File: config.mk
export PLATFORM = sky130hd
export DESIGN_NAME = cpu_top
export DESIGN_NICKNAME = d
export VERILOG_FILES = /design/src/rv_pkg.sv /design/src/stage_ifs.sv /design/src/cpu_top.sv /design/src/hazard_unit.sv /design/src/memory_stage.sv /design/src/execute_stage.sv /design/src/decode_stage.sv /design/src/fetch_unit.sv
export SDC_FILE = /design/constraint.sdc
export NUM_CORES = 2
export LEC_CHECK = 0
export ABC_AREA = 1
export BUFFER_PORTS_ARGS = -buffer_cell sky130_fd_sc_hd__buf_2
export CORE_MARGIN = 3
export CORE_UTILIZATION = 45
export CTS_CLUSTER_DIAMETER = 120
export CTS_CLUSTER_SIZE = 20
export DETAILED_ROUTE_END_ITERATION = 8
export MAX_ROUTING_LAYER = met4
export PLACE_DENSITY = 0.57
export SLEW_MARGIN = 20
export SYNTH_ARGS = -nofsm -noshare
export SYNTH_HDL_FRONTEND = slang
export SYNTH_SLANG_ARGS = --single-unit
File: constraint.sdc
create_clock -name sys_clk -period 22.6 [get_ports sys_clk]
set_input_delay 4.52 -clock sys_clk [delete_from_list [all_inputs] [get_ports sys_clk]]
set_output_delay 4.52 -clock sys_clk [all_outputs]
set_load 0.02 [all_outputs]
File: src/rv_pkg.sv
package rv_pkg;

	localparam int XLEN = 32;
	localparam int REG_ADDR_W = 5;

	localparam logic [XLEN-1:0] RESET_PC = '0;
	localparam logic [XLEN-1:0] NOP_INSTR = 32'h0000_0013; // addi x0, x0, 0

	// major opcodes, bits [6:0] of the instruction
	typedef enum logic [6:0] {
		OP     = 7'b0110011,
		OP_IMM = 7'b0010011,
		LUI    = 7'b0110111,
		LOAD   = 7'b0000011,
		STORE  = 7'b0100011,
		BRANCH = 7'b1100011,
		JAL    = 7'b1101111
	} opcode_e;

	typedef enum logic [2:0] {
		ALU_ADD,
		ALU_SUB,
		ALU_AND,
		ALU_OR,
		ALU_XOR,
		ALU_SLT,
		ALU_PASS_B // lui
	} alu_op_e;

	// writeback source
	typedef enum logic [1:0] {
		WB_ALU,
		WB_MEM,
		WB_PC4
	} wb_sel_e;

	// operand source in execute
	typedef enum logic [1:0] {
		FWD_REG,
		FWD_MEM,
		FWD_WB
	} fwd_sel_e;

endpackage
File: src/stage_ifs.sv
// decoded instruction, decode -> execute
interface dec_exe_if import rv_pkg::*; ();
	logic [XLEN-1:0] pc;
	logic [XLEN-1:0] pc_plus4;
	logic [XLEN-1:0] rs1_data;
	logic [XLEN-1:0] rs2_data;
	logic [REG_ADDR_W-1:0] rs1;
	logic [REG_ADDR_W-1:0] rs2;
	logic [REG_ADDR_W-1:0] rd;
	logic [XLEN-1:0] imm;
	alu_op_e alu_op;
	logic use_imm;
	logic reg_we;
	logic mem_re;
	logic mem_we;
	logic mem_byte;
	logic is_branch;
	logic branch_ne;
	logic is_jal;
	wb_sel_e wb_sel;

	modport producer (output pc, pc_plus4, rs1_data, rs2_data, rs1, rs2, rd, imm, alu_op,
		use_imm, reg_we, mem_re, mem_we, mem_byte, is_branch, branch_ne, is_jal, wb_sel);
	modport consumer (input pc, pc_plus4, rs1_data, rs2_data, rs1, rs2, rd, imm, alu_op,
		use_imm, reg_we, mem_re, mem_we, mem_byte, is_branch, branch_ne, is_jal, wb_sel);
endinterface

// execute results, execute -> memory
interface exe_mem_if import rv_pkg::*; ();
	logic [XLEN-1:0] alu_result;
	logic [XLEN-1:0] store_data;
	logic [REG_ADDR_W-1:0] rd;
	logic reg_we;
	logic mem_re;
	logic mem_we;
	logic mem_byte;
	wb_sel_e wb_sel;
	logic [XLEN-1:0] pc_plus4;

	modport producer (output alu_result, store_data, rd, reg_we, mem_re, mem_we, mem_byte,
		wb_sel, pc_plus4);
	modport consumer (input alu_result, store_data, rd, reg_we, mem_re, mem_we, mem_byte,
		wb_sel, pc_plus4);
endinterface

File: src/cpu_top.sv
module cpu_top import rv_pkg::*; (
	output logic inst_cyc,
	output logic inst_stb,
	output logic [XLEN-1:0] inst_addr,
	input logic inst_ack,
	input logic [XLEN-1:0] inst_data,
	input logic inst_stall,
	output logic data_stb,
	output logic data_we,
	output logic [3:0] data_be,
	input logic data_ack,
	output logic [XLEN-1:0] data_addr,
	output logic [XLEN-1:0] data_data_out,
	input logic [XLEN-1:0] data_data_in,
	input logic sys_clk,
	input logic sys_rst
);
	logic fetch_valid;
	logic [XLEN-1:0] fetch_instr;
	logic [XLEN-1:0] fetch_pc;
	logic stall_fd;
	logic flush_fd;
	logic flush_de;
	logic freeze;
	fwd_sel_e fwd_a;
	fwd_sel_e fwd_b;
	logic [REG_ADDR_W-1:0] dec_rs1;
	logic [REG_ADDR_W-1:0] dec_rs2;
	logic redirect;
	logic [XLEN-1:0] redirect_pc;
	logic [REG_ADDR_W-1:0] ex_rd;
	logic [REG_ADDR_W-1:0] ex_rs1;
	logic [REG_ADDR_W-1:0] ex_rs2;
	logic ex_mem_re;
	logic mem_busy;
	logic [REG_ADDR_W-1:0] mem_rd;
	logic mem_reg_we;
	logic [XLEN-1:0] mem_fwd_data;
	logic wb_we;
	logic [REG_ADDR_W-1:0] wb_rd;
	logic [XLEN-1:0] wb_data;

	dec_exe_if dex_bus ();
	exe_mem_if xm_bus ();

	// fetch sees the redirect only once the bus freeze lets it through
	fetch_unit u_fetch (
		.sys_clk(sys_clk), .sys_rst(sys_rst),
		.stall(stall_fd), .redirect(flush_fd), .redirect_pc(redirect_pc),
		.inst_cyc(inst_cyc), .inst_stb(inst_stb), .inst_addr(inst_addr),
		.inst_ack(inst_ack), .inst_stall(inst_stall), .inst_data(inst_data),
		.fetch_valid(fetch_valid), .fetch_instr(fetch_instr), .fetch_pc(fetch_pc)
	);

	decode_stage u_decode (
		.sys_clk(sys_clk), .sys_rst(sys_rst), .stall(stall_fd), .flush(flush_fd),
		.fetch_valid(fetch_valid), .fetch_instr(fetch_instr), .fetch_pc(fetch_pc),
		.wb_we(wb_we), .wb_rd(wb_rd), .wb_data(wb_data),
		.rs1(dec_rs1), .rs2(dec_rs2), .dex(dex_bus.producer)
	);

	execute_stage u_execute (
		.sys_clk(sys_clk), .sys_rst(sys_rst), .stall(freeze), .flush(flush_de),
		.fwd_a(fwd_a), .fwd_b(fwd_b), .mem_fwd_data(mem_fwd_data), .wb_fwd_data(wb_data),
		.dex(dex_bus.consumer), .xm(xm_bus.producer),
		.redirect(redirect), .redirect_pc(redirect_pc),
		.ex_rd(ex_rd), .ex_rs1(ex_rs1), .ex_rs2(ex_rs2), .ex_mem_re(ex_mem_re)
	);

	memory_stage u_memory (
		.sys_clk(sys_clk), .sys_rst(sys_rst), .xm(xm_bus.consumer),
		.data_stb(data_stb), .data_we(data_we), .data_be(data_be), .data_addr(data_addr),
		.data_data_out(data_data_out), .data_ack(data_ack), .data_data_in(data_data_in),
		.mem_busy(mem_busy), .mem_rd(mem_rd), .mem_reg_we(mem_reg_we),
		.mem_fwd_data(mem_fwd_data), .wb_we(wb_we), .wb_rd(wb_rd), .wb_data(wb_data)
	);

	hazard_unit u_hazard (
		.dec_rs1(dec_rs1), .dec_rs2(dec_rs2), .ex_rd(ex_rd), .ex_mem_re(ex_mem_re),
		.ex_rs1(ex_rs1), .ex_rs2(ex_rs2), .mem_rd(mem_rd), .mem_reg_we(mem_reg_we),
		.wb_rd(wb_rd), .wb_we(wb_we), .redirect(redirect), .mem_busy(mem_busy),
		.stall_fd(stall_fd), .flush_fd(flush_fd), .flush_de(flush_de), .freeze(freeze),
		.fwd_a(fwd_a), .fwd_b(fwd_b)
	);

endmodule

File: src/hazard_unit.sv
module hazard_unit import rv_pkg::*; (
	input logic [REG_ADDR_W-1:0] dec_rs1,
	input logic [REG_ADDR_W-1:0] dec_rs2,
	input logic [REG_ADDR_W-1:0] ex_rd,
	input logic ex_mem_re,
	input logic [REG_ADDR_W-1:0] ex_rs1,
	input logic [REG_ADDR_W-1:0] ex_rs2,
	input logic [REG_ADDR_W-1:0] mem_rd,
	input logic mem_reg_we,
	input logic [REG_ADDR_W-1:0] wb_rd,
	input logic wb_we,
	input logic redirect,
	input logic mem_busy,
	output logic stall_fd,
	output logic flush_fd,
	output logic flush_de,
	output logic freeze,
	output fwd_sel_e fwd_a,
	output fwd_sel_e fwd_b
);
	logic load_use;

	// newest producer wins
	function automatic fwd_sel_e fwd_for(input logic [REG_ADDR_W-1:0] rs,
			input logic [REG_ADDR_W-1:0] m_rd, input logic m_we,
			input logic [REG_ADDR_W-1:0] w_rd, input logic w_we);
		if (rs == '0)
			return FWD_REG;
		if (m_we && m_rd == rs)
			return FWD_MEM;
		if (w_we && w_rd == rs)
			return FWD_WB;
		return FWD_REG;
	endfunction

	assign fwd_a = fwd_for(ex_rs1, mem_rd, mem_reg_we, wb_rd, wb_we);
	assign fwd_b = fwd_for(ex_rs2, mem_rd, mem_reg_we, wb_rd, wb_we);

	// lw result is not ready until writeback
	assign load_use = ex_mem_re && ex_rd != '0 && (ex_rd == dec_rs1 || ex_rd == dec_rs2);

	assign freeze = mem_busy;
	assign stall_fd = load_use || freeze;
	assign flush_fd = redirect && !freeze;
	assign flush_de = (redirect || load_use) && !freeze;

endmodule

File: src/memory_stage.sv
module memory_stage import rv_pkg::*; (
	input logic sys_clk,
	input logic sys_rst,
	exe_mem_if.consumer xm,
	output logic data_stb,
	output logic data_we,
	output logic [3:0] data_be,
	output logic [XLEN-1:0] data_addr,
	output logic [XLEN-1:0] data_data_out,
	input logic data_ack,
	input logic [XLEN-1:0] data_data_in,
	output logic mem_busy,
	output logic [REG_ADDR_W-1:0] mem_rd,
	output logic mem_reg_we,
	output logic [XLEN-1:0] mem_fwd_data,
	output logic wb_we,
	output logic [REG_ADDR_W-1:0] wb_rd,
	output logic [XLEN-1:0] wb_data
);
	logic [XLEN-1:0] em_alu;
	logic [XLEN-1:0] em_store;
	logic [REG_ADDR_W-1:0] em_rd;
	logic em_reg_we;
	logic em_mem_re;
	logic em_mem_we;
	logic em_mem_byte;
	wb_sel_e em_wb_sel;
	logic [XLEN-1:0] em_pc4;

	assign data_stb = em_mem_re || em_mem_we;
	assign mem_busy = data_stb && !data_ack; // waiting on the data bus

	always_ff @(posedge sys_clk) begin
		if (sys_rst) begin
			em_reg_we <= 1'b0;
			em_mem_re <= 1'b0;
			em_mem_we <= 1'b0;
			wb_we <= 1'b0;
		end else if (!mem_busy) begin
			em_reg_we <= xm.reg_we;
			em_mem_re <= xm.mem_re;
			em_mem_we <= xm.mem_we;
			wb_we <= em_reg_we;
		end
	end

	always_ff @(posedge sys_clk) begin
		if (!mem_busy) begin
			em_alu <= xm.alu_result;
			em_store <= xm.store_data;
			em_rd <= xm.rd;
			em_mem_byte <= xm.mem_byte;
			em_wb_sel <= xm.wb_sel;
			em_pc4 <= xm.pc_plus4;
			wb_rd <= em_rd;
			wb_data <= (em_wb_sel == WB_MEM) ? data_data_in : mem_fwd_data; // load data on ack
		end
	end

	assign data_we = em_mem_we;
	assign data_addr = em_alu;
	// sb puts the byte on every lane and strobes one
	assign data_be = em_mem_byte ? (4'b0001 << em_alu[1:0]) : 4'b1111;
	assign data_data_out = em_mem_byte ? {4{em_store[7:0]}} : em_store;

	assign mem_rd = em_rd;
	assign mem_reg_we = em_reg_we;
	assign mem_fwd_data = (em_wb_sel == WB_PC4) ? em_pc4 : em_alu;

endmodule

File: src/execute_stage.sv
module execute_stage import rv_pkg::*; (
	input logic sys_clk,
	input logic sys_rst,
	input logic stall,
	input logic flush,
	input fwd_sel_e fwd_a,
	input fwd_sel_e fwd_b,
	input logic [XLEN-1:0] mem_fwd_data,
	input logic [XLEN-1:0] wb_fwd_data,
	dec_exe_if.consumer dex,
	exe_mem_if.producer xm,
	output logic redirect,
	output logic [XLEN-1:0] redirect_pc,
	output logic [REG_ADDR_W-1:0] ex_rd,
	output logic [REG_ADDR_W-1:0] ex_rs1,
	output logic [REG_ADDR_W-1:0] ex_rs2,
	output logic ex_mem_re
);
	logic [XLEN-1:0] de_pc;
	logic [XLEN-1:0] de_pc4;
	logic [XLEN-1:0] de_rs1_data;
	logic [XLEN-1:0] de_rs2_data;
	logic [REG_ADDR_W-1:0] de_rs1;
	logic [REG_ADDR_W-1:0] de_rs2;
	logic [REG_ADDR_W-1:0] de_rd;
	logic [XLEN-1:0] de_imm;
	alu_op_e de_alu_op;
	logic de_use_imm;
	logic de_mem_byte;
	logic de_branch_ne;
	wb_sel_e de_wb_sel;
	logic de_reg_we;
	logic de_mem_re;
	logic de_mem_we;
	logic de_is_branch;
	logic de_is_jal;
	logic [XLEN-1:0] op_a;
	logic [XLEN-1:0] rs2_val;
	logic [XLEN-1:0] op_b;
	logic [XLEN-1:0] alu_y;

	function automatic logic [XLEN-1:0] pick_src(input fwd_sel_e sel,
			input logic [XLEN-1:0] reg_val, input logic [XLEN-1:0] mem_val,
			input logic [XLEN-1:0] wb_val);
		case (sel)
			FWD_MEM: return mem_val;
			FWD_WB: return wb_val;
			default: return reg_val;
		endcase
	endfunction

	// control part, stall holds and flush leaves a bubble
	always_ff @(posedge sys_clk) begin
		if (sys_rst) begin
			de_reg_we <= 1'b0;
			de_mem_re <= 1'b0;
			de_mem_we <= 1'b0;
			de_is_branch <= 1'b0;
			de_is_jal <= 1'b0;
		end else if (!stall) begin
			de_reg_we <= dex.reg_we && !flush;
			de_mem_re <= dex.mem_re && !flush;
			de_mem_we <= dex.mem_we && !flush;
			de_is_branch <= dex.is_branch && !flush;
			de_is_jal <= dex.is_jal && !flush;
		end
	end

	always_ff @(posedge sys_clk) begin
		if (!stall) begin
			de_pc <= dex.pc;
			de_pc4 <= dex.pc_plus4;
			de_rs1_data <= dex.rs1_data;
			de_rs2_data <= dex.rs2_data;
			de_rs1 <= dex.rs1;
			de_rs2 <= dex.rs2;
			de_rd <= dex.rd;
			de_imm <= dex.imm;
			de_alu_op <= dex.alu_op;
			de_use_imm <= dex.use_imm;
			de_mem_byte <= dex.mem_byte;
			de_branch_ne <= dex.branch_ne;
			de_wb_sel <= dex.wb_sel;
		end
	end

	assign op_a = pick_src(fwd_a, de_rs1_data, mem_fwd_data, wb_fwd_data);
	assign rs2_val = pick_src(fwd_b, de_rs2_data, mem_fwd_data, wb_fwd_data);
	assign op_b = de_use_imm ? de_imm : rs2_val;

	always_comb begin
		case (de_alu_op)
			ALU_SUB: alu_y = op_a - op_b;
			ALU_AND: alu_y = op_a & op_b;
			ALU_OR: alu_y = op_a | op_b;
			ALU_XOR: alu_y = op_a ^ op_b;
			ALU_SLT: alu_y = {{(XLEN-1){1'b0}}, $signed(op_a) < $signed(op_b)};
			ALU_PASS_B: alu_y = op_b;
			default: alu_y = op_a + op_b;
		endcase
	end

	// beq/bne compare the forwarded registers, not the alu
	assign redirect = de_is_jal || (de_is_branch && ((op_a == rs2_val) != de_branch_ne));
	assign redirect_pc = de_pc + de_imm;

	assign xm.alu_result = alu_y;
	assign xm.store_data = rs2_val;
	assign xm.rd = de_rd;
	assign xm.reg_we = de_reg_we;
	assign xm.mem_re = de_mem_re;
	assign xm.mem_we = de_mem_we;
	assign xm.mem_byte = de_mem_byte;
	assign xm.wb_sel = de_wb_sel;
	assign xm.pc_plus4 = de_pc4;

	assign ex_rd = de_rd;
	assign ex_rs1 = de_rs1;
	assign ex_rs2 = de_rs2;
	assign ex_mem_re = de_mem_re;

endmodule

File: src/decode_stage.sv
module decode_stage import rv_pkg::*; (
	input logic sys_clk,
	input logic sys_rst,
	input logic stall,
	input logic flush,
	input logic fetch_valid,
	input logic [XLEN-1:0] fetch_instr,
	input logic [XLEN-1:0] fetch_pc,
	input logic wb_we,
	input logic [REG_ADDR_W-1:0] wb_rd,
	input logic [XLEN-1:0] wb_data,
	output logic [REG_ADDR_W-1:0] rs1,
	output logic [REG_ADDR_W-1:0] rs2,
	dec_exe_if.producer dex
);
	logic [XLEN-1:0] fd_instr;
	logic [XLEN-1:0] fd_pc;
	logic [XLEN-1:0] regs [32];
	logic [2:0] funct3;
	logic [6:0] funct7;
	logic [XLEN-1:0] imm_i;
	logic [XLEN-1:0] imm_s;
	logic [XLEN-1:0] imm_b;
	logic [XLEN-1:0] imm_u;
	logic [XLEN-1:0] imm_j;
	alu_op_e arith_op;
	logic arith_ok;

	// fetch/decode register, bubbles are nops
	always_ff @(posedge sys_clk) begin
		if (sys_rst) begin
			fd_instr <= NOP_INSTR;
		end else if (flush) begin
			fd_instr <= NOP_INSTR;
		end else if (!stall) begin
			fd_instr <= fetch_valid ? fetch_instr : NOP_INSTR;
			fd_pc <= fetch_pc;
		end
	end

	always_ff @(posedge sys_clk) begin
		if (wb_we && wb_rd != '0)
			regs[wb_rd] <= wb_data;
	end

	assign rs1 = fd_instr[19:15];
	assign rs2 = fd_instr[24:20];
	assign funct3 = fd_instr[14:12];
	assign funct7 = fd_instr[31:25];

	assign dex.pc = fd_pc;
	assign dex.pc_plus4 = fd_pc + XLEN'(4);
	assign dex.rs1 = rs1;
	assign dex.rs2 = rs2;
	assign dex.rd = fd_instr[11:7];

	// x0 reads zero, a same-cycle write is seen by the read
	assign dex.rs1_data = (rs1 == '0) ? '0 : (wb_we && wb_rd == rs1) ? wb_data : regs[rs1];
	assign dex.rs2_data = (rs2 == '0) ? '0 : (wb_we && wb_rd == rs2) ? wb_data : regs[rs2];

	assign imm_i = {{20{fd_instr[31]}}, fd_instr[31:20]};
	assign imm_s = {{20{fd_instr[31]}}, fd_instr[31:25], fd_instr[11:7]};
	assign imm_b = {{19{fd_instr[31]}}, fd_instr[31], fd_instr[7], fd_instr[30:25],
		fd_instr[11:8], 1'b0};
	assign imm_u = {fd_instr[31:12], 12'b0};
	assign imm_j = {{11{fd_instr[31]}}, fd_instr[31], fd_instr[19:12], fd_instr[20],
		fd_instr[30:21], 1'b0};

	// funct3 map shared by register and immediate forms
	always_comb begin
		arith_ok = 1'b1;
		case (funct3)
			3'b000: arith_op = ALU_ADD;
			3'b010: arith_op = ALU_SLT;
			3'b100: arith_op = ALU_XOR;
			3'b110: arith_op = ALU_OR;
			3'b111: arith_op = ALU_AND;
			default: begin
				arith_op = ALU_ADD;
				arith_ok = 1'b0; // shifts, sltu
			end
		endcase
	end

	always_comb begin
		dex.imm = imm_i;
		dex.alu_op = ALU_ADD;
		dex.use_imm = 1'b0;
		dex.reg_we = 1'b0;
		dex.mem_re = 1'b0;
		dex.mem_we = 1'b0;
		dex.mem_byte = 1'b0;
		dex.is_branch = 1'b0;
		dex.branch_ne = funct3[0];
		dex.is_jal = 1'b0;
		dex.wb_sel = WB_ALU;
		case (opcode_e'(fd_instr[6:0]))
			OP: begin
				dex.alu_op = funct7[5] ? ALU_SUB : arith_op;
				dex.reg_we = arith_ok && (funct7 == 7'b0 ||
					(funct7 == 7'b0100000 && funct3 == 3'b000));
			end
			OP_IMM: begin
				dex.alu_op = arith_op;
				dex.use_imm = 1'b1;
				dex.reg_we = arith_ok;
			end
			LUI: begin
				dex.imm = imm_u;
				dex.alu_op = ALU_PASS_B;
				dex.use_imm = 1'b1;
				dex.reg_we = 1'b1;
			end
			LOAD: begin
				dex.use_imm = 1'b1;
				dex.reg_we = (funct3 == 3'b010); // lw only
				dex.mem_re = (funct3 == 3'b010);
				dex.wb_sel = WB_MEM;
			end
			STORE: begin
				dex.imm = imm_s;
				dex.use_imm = 1'b1;
				dex.mem_we = (funct3 == 3'b010 || funct3 == 3'b000);
				dex.mem_byte = (funct3 == 3'b000);
			end
			BRANCH: begin
				dex.imm = imm_b;
				dex.is_branch = (funct3[2:1] == 2'b00); // beq, bne
			end
			JAL: begin
				dex.imm = imm_j;
				dex.is_jal = 1'b1;
				dex.reg_we = 1'b1;
				dex.wb_sel = WB_PC4;
			end
			default: ;
		endcase
	end

endmodule

File: src/fetch_unit.sv
module fetch_unit import rv_pkg::*; (
	input logic sys_clk,
	input logic sys_rst,
	input logic stall,
	input logic redirect,
	input logic [XLEN-1:0] redirect_pc,
	output logic inst_cyc,
	output logic inst_stb,
	output logic [XLEN-1:0] inst_addr,
	input logic inst_ack,
	input logic inst_stall,
	input logic [XLEN-1:0] inst_data,
	output logic fetch_valid,
	output logic [XLEN-1:0] fetch_instr,
	output logic [XLEN-1:0] fetch_pc
);
	logic [XLEN-1:0] pc; // address of the current or next request
	logic [XLEN-1:0] tgt_pc;
	logic req;
	logic taken; // slave accepted the request in an earlier cycle
	logic drop; // response belongs to a redirected-away address
	logic resp;
	logic buf_valid;
	logic [XLEN-1:0] buf_instr;
	logic [XLEN-1:0] buf_pc;

	assign resp = req && inst_ack && (taken || !inst_stall);

	assign inst_cyc = req;
	assign inst_stb = req;
	assign inst_addr = pc;

	// word goes straight to decode in the ack cycle, else from the buffer
	assign fetch_valid = buf_valid || (resp && !drop);
	assign fetch_instr = buf_valid ? buf_instr : inst_data;
	assign fetch_pc = buf_valid ? buf_pc : pc;

	always_ff @(posedge sys_clk) begin
		if (sys_rst) begin
			pc <= RESET_PC;
			req <= 1'b0;
			taken <= 1'b0;
			drop <= 1'b0;
			buf_valid <= 1'b0;
		end else begin
			taken <= req && !resp && (taken || !inst_stall);
			if (redirect) begin
				buf_valid <= 1'b0;
				if (req && !resp) begin
					drop <= 1'b1; // old address stays on the bus until ack
					tgt_pc <= redirect_pc;
				end else begin
					pc <= redirect_pc;
					req <= 1'b1;
					drop <= 1'b0;
				end
			end else if (resp) begin
				if (drop) begin
					pc <= tgt_pc;
					drop <= 1'b0;
				end else begin
					pc <= pc + XLEN'(4);
					if (stall) begin
						buf_valid <= 1'b1;
						buf_instr <= inst_data;
						buf_pc <= pc;
						req <= 1'b0; // hold off until decode drains the buffer
					end
				end
			end else if (!req && (!buf_valid || !stall)) begin
				buf_valid <= 1'b0;
				req <= 1'b1;
			end
		end
	end

endmodule

### After elaboration in Yosys (flattened, before gate mapping)

Memories as Yosys holds them, arrays and structs flattened. A register that Yosys moved wholly into a read port is not among the register bits.
Index checks and enable logic that the tools add are counted.

| word-level totals | value |
|---|---|
| memories | 1 |
| register bits after elaboration | 465 |
| input bits | 69 |
| output and inout bits | 104 |
| memory bits (writable) | 1024 |
| ROM bits | 0 |
| latch bits | 0 |

Memory list:

| name | words | width | read ports | clocked after Yosys merged registers in | write ports | line | text |
|---|---|---|---|---|---|---|---|
| u_decode.regs | 32 | 32 | 2 | 2 | 1 | decode_stage.sv:18 | `logic [XLEN-1:0] regs [32];` |

| operators by class | value |
|---|---|
| div/mod/pow operators | 0 |
| mux-type cells | 66 |
| equality and inequality tests | 37 |
| $add $sub $neg | 5 |
| multiply operators | 0 |
| reductions and logical operators | 67 |
| shifts and indexed selects | 1 |
| $lt $le $gt $ge | 1 |
| bitwise operators | 7 |

Operators by type and width:

| cell | count |
|---|---|
| 2-to-1 mux 32 bit | 11 |
| one-hot mux 32 bit (6 select lines) | 1 |
| one-hot mux 32 bit (2 select lines) | 2 |
| one-hot mux 31 bit (4 select lines) | 1 |
| adder 32 x 3 -> 32 bit, second input constant | 2 |
| adder 32 bit | 2 |
| 2-to-1 mux 1 bit | 33 |
| bitwise AND 32 bit | 1 |
| equality test 32 bit | 1 |
| less-than comparator 32 bit | 1 |
| OR 32 bit | 1 |
| subtractor 32 bit | 1 |
| XOR 32 bit | 1 |
| equality test 5 bit | 6 |
| equality test 7 x 6 -> 1 bit, second input constant | 4 |
| logical AND 1 bit | 24 |
| 2-to-1 mux 2 bit | 12 |
| logical NOT 5 bit | 4 |
| equality test 3 bit, second input constant | 6 |
| equality test 7 bit, second input constant | 2 |
| one-hot mux 3 bit (4 select lines) | 1 |
| logical NOT 1 bit | 11 |
| logical OR 1 bit | 10 |
| nonzero test 5 bit | 2 |
| other kinds (30) | 44 |

### Logic depth before layout (Yosys ltp)

| depth | value |
|---|---|
| word-level depth | 19 |
| mapped depth | 36 |
| gate-level depth less buffers | 35 |

### By module

Synthesis repeated with hierarchy kept, for this count alone.

| unflattened totals | value |
|---|---|
| cell total of the unflattened synthesis | 9588 |
| area, all modules | 85200.5 µm² |

By module, submodules not included:

| module | times used | seq. area each (µm²) | cells each | area each (µm²) |
|---|---|---|---|---|
| decode_stage | 1 | 32551.2 | 6157 | 56802.0 |
| execute_stage | 1 | 5595.4 | 2097 | 15456.1 |
| fetch_unit | 1 | 3603.5 | 721 | 6307.3 |
| memory_stage | 1 | 4314.1 | 487 | 6070.8 |
| hazard_unit | 1 | 0.0 | 126 | 564.3 |

### Worst setup path after synthesis

Ideal clock, no wire load.

| timing | value |
|---|---|
| path type | input -> register |
| from | input port data_ack |
| to | register u_fetch.tgt_pc[0], enable pin |
| data arrival time | 16301 ps |
| setup slack | 5878 ps |
| buffers on the path | 2 |
| cell stages on the path | 6 |
| data required time | 22179 ps |
| cell sequence | a21oi_1 > inv_1 > clkbuf_1 > clkbuf_1 > nand4_1 > nor2_1 |

| on the way | value |
|---|---|
| longest elaborated chain between the ends | 5 |

Ends and longest elaborated chain:

| item | line | text |
|---|---|---|
| from (decl) | cpu_top.sv:11 | `input logic data_ack,` |
| logical NOT 1 bit | memory_stage.sv:31 | `assign mem_busy = data_stb && !data_ack;` |
| logical AND 1 bit | memory_stage.sv:31 |  |
| logical NOT 1 bit | hazard_unit.sv:44 | `assign flush_fd = redirect && !freeze;` |
| logical AND 1 bit | hazard_unit.sv:44 |  |
| AND reduction 3 bit (no source line) | -- |  |
| to (signal assigned) | fetch_unit.sv:51 | `tgt_pc <= redirect_pc;` |
| to (decl) | fetch_unit.sv:18 | `logic [XLEN-1:0] tgt_pc;` |

Every way passes these cells.
A chain may end at the register's enable or synchronous reset.

### Worst setup path after layout

| timing | value |
|---|---|
| from | input port data_ack |
| to | register u_fetch.buf_instr[27], enable pin |

| on the way | value |
|---|---|
| longest elaborated chain between the ends | 6 |
| elaborated cells on any way between the ends | 7 |
| classes of those cells | bitwise (1); reduce/logical (6) |

Ends and longest elaborated chain:

| item | line | text |
|---|---|---|
| logical NOT 1 bit (*) | memory_stage.sv:31 |  |
| logical AND 1 bit (*) | memory_stage.sv:31 |  |
| logical NOT 1 bit | hazard_unit.sv:44 |  |
| logical AND 1 bit | hazard_unit.sv:44 |  |
| inverter 1 bit (no source line) | -- |  |
| AND reduction 5 bit (no source line) (*) | -- |  |
| to (signal assigned) | fetch_unit.sv:65 | `buf_instr <= inst_data;` |
| to (decl) | fetch_unit.sv:24 | `logic [XLEN-1:0] buf_instr;` |

Mark *: on every way between the ends. The rest lies on a longest branch, timed or not.

==> summary.txt <==
status - finished, final reports clean
Yosys cell types - 55
GRT overflow - 0
root buffer cell - clkbuf_16
RSZ-0062 raised after global routing - no
EDFF count, synth - 1474
crit path DAT - 7.75 ns
Initial Util - 0.4549
die width - 429.1 um
Ports - 173
largest net degree at the start of global routing - 164
Synth Register Bits - 1551
Hold Slack - 0.4222 ns
final-report hold violation count - 0
CTS clk-pin slew, worst paths - 0.08 ns
antenna violations before repair - 23
PostCTS Resize Cnt - 0
post-route ant nets - 0
R2R cell count - 24
vias in the first global route - 60360
first-pass GRT wire length - 430.3 mm
Post-Route Setup TNS - 0 ns
GRT met2 Usage - 0.4708
Global Route met1 Usage - 0.4728
Final Skew - 0.05090 ns
dominant synthesized flop cell - edfxtp_1
number of setup buffers added after CTS - 0
Power Dens Cells - 69.59 nW/um^2
WL/cell - 27.65 um
Core Region - 177100 um^2
setup violators final - 0
Max-cap violations - 0
detail-routed via count per cell - 6.119
Die ar. - 184100 um^2
initial drt markers - 9923
CP endpoint kind - flop
worst hold path type - flop to flop
vias post-DR - 66990
grt met3 use - 0.04718
Ys Warns - 0
P&R area growth vs syn - 7.208%
share of cells above drive strength 1 - 0.06616
Critical Path End - u_fetch.buf_instr[27]
Die H - 429.1 um
Least-Margin Pin Slew - 1.184 ns
leakage - 31.85 nW
Crit Reg-Reg Endpoint - u_fetch.buf_instr[27]
Slew HR - 0.2083
clk sink count - 1551
syn_area_per_cell - 9.264 um^2
post-synthesis sequential area ratio - 0.5687
overall global routing resource usage - 0.3275
Inst Count DP - 10810
CTS Hold Buffers Added - 0
RR Startpoint - u_memory.wb_rd[0]
CTS max path bufs - 3
Final Max Tran Viols - 0
most frequent cells in the layout - nand2_1, edfxtp_1, o21ai_0
Tcrit/Tclk final - 0.3261
Worst Path Required - 22.98 ns
CP max FO - 135
flop2flop setup slack - 15.43 ns
H-tree Lvls - 3
grt peak-use layer - met1
Detailed Route WL - 302.8 mm
CTS Buf Count - 88
Async SR Flop Fraction - 0
drt pass-1 iters - 8
final net count - 8768
DPL Wire Length - 188.4 mm
port buffer count - 172
Mapped Cells - 8694
Startpoint Class - input port
synthesized cell area - 80540 um^2
Worst Setup SP - data_ack
CTS tree - built
Final min period - 7.370 ns
latest clock arrival within the worst-skew pair - 0.78 ns
fmax - 0.1357 GHz
final cell count without fillers - 10950
Cell Rows - 154
Residual DRC - 0
Worst Setup Path Type - input port to flop
commonest non-fill, non-tap cell in the layout - nand2_1
Worst VDD drop - 0.00006000 V
global placement routability congestion - 0.9760
[flip-flops by register name (all words and copies together) (netlist names), 5 cells and up]
signal                 cells
u_execute.de_rs2_data     32
u_fetch.tgt_pc            32
u_execute.ex_rd            5
u_memory.mem_rd            5
u_memory.em_store         32
u_fetch.buf_pc            32
u_memory.wb_data          32
u_decode.dex.pc           32
u_execute.ex_rs1           5
u_memory.em_pc4           32
u_memory.wb_rd             5
u_decode.regs           1024
u_execute.de_rs1_data     32
u_execute.ex_rs2           5
u_execute.de_pc           30
u_fetch.inst_addr         32
u_execute.xm.pc_plus4     32
u_fetch.buf_instr         32
u_memory.data_addr        32
u_execute.de_imm          32
u_decode.fd_instr         32
[routing by layer]
layer	up-vias	share of wire
met5	-	0
met4	0	0.040
met3	520	0.10
met2	3609	0.43
met1	32580	0.43
li1	30290	-
[how the worst min path moves through the flow]
stage                              startpoint                        to  slack [ns]  cells past startpoint
finish              u_execute.xm.pc_plus4[23]       u_memory.em_pc4[23]        0.42                      0
CTS                  u_execute.xm.pc_plus4[8]        u_memory.em_pc4[8]        0.42                      0
global route         u_execute.xm.pc_plus4[8]        u_memory.em_pc4[8]        0.43                      0
floorplan                  u_decode.dex.pc[0]  u_execute.xm.pc_plus4[0]        0.40                      0
global placement    u_execute.xm.pc_plus4[19]       u_memory.em_pc4[19]        0.40                      0
detailed placement      u_execute.xm.mem_byte      u_memory.em_mem_byte        0.40                      0
[cell type report]
type | instances | area (um^2)
fillers | 16460 | 90730
flip-flops and latches | 1551 | 45840
multi-input cells | 5759 | 29750
inverters | 825 | 3120
well taps | 2340 | 2928
clock buffers | 120 | 2429
repair buffers | 340 | 2211
clock inverters | 6 | 55.05
diodes | 7 | 17.52
[Yosys cell counts (20+ instances only)]
cell      instances  area, um^2
a21oi_1         665        3328
dfxtp_1          77        1541
a211oi_1         46       345.3
a31oi_1          40       250.2
nand3_1         521        2608
o211ai_1        301        2260
inv_1           799        2999
xor2_1           89       779.5
a221oi_1         22       192.7
ha_1            133        1664
mux2_2           26       292.8
nor2_1          627        2354
o22ai_1         164        1026
nand4_1          85       531.8
o21ai_0        1292        6466
edfxtp_1       1474       44260
nor3_1           43       215.2
buf_1            61       229.0
nand2_1        1510        5668
clkbuf_1        487        1828
xnor2_1          20       175.2
[power by group]
group	switching (mW)	total, mW	internal (mW)
Sequential	0.0787	3.41	3.33
Combinational	0.661	0.881	0.220
Clock	0.967	1.72	0.753
Total	1.71	6.01	4.30
[cell families (layout without fill, tap and decap cells)]
group / Yosys count / after routing / share of synthesized area
simple gates: 2827 / 2827 / 0.1450
compound gates: 2631 / 2631 / 0.1823
flops: 1551 / 1551 / 0.5687
buf+inv: 1415 / 1291 / 0.06750
fa+ha+maj: 134 / 134 / 0.02091
xor+xnor: 109 / 109 / 0.01185
mux: 26 / 26 / 0.003635
other cells: 1 / 39 / 0.00004656
[worst max-delay path, cell delays in order]
cell and delay, ns:
buf_2 0.09, a21oi_1 0.11, buf_4 0.23, inv_8 0.17
nand2_2 0.23, buf_4 0.47, inv_1 0.30, nor2_1 0.15
inv_1 0.10, nor2_4 0.38, buf_4 0.65
[metrics by stage]
stage | cell area [um^2] | utilization | worst slack, ns | power [mW]
global placement | 83750 | 0.4730 | 14.64 | 4.326
finish | 86350 | 0.4876 | 15.23 | 6.009
CTS | 86270 | 0.4872 | 15.45 | 6.014
detailed placement | 83780 | 0.4731 | 14.62 | 4.330
global route | 86340 | 0.4876 | 14.94 | 6.199
floorplan | 80660 | - | 5.878 | 3.924
Note: power is estimated with default switching activity, not from simulation.
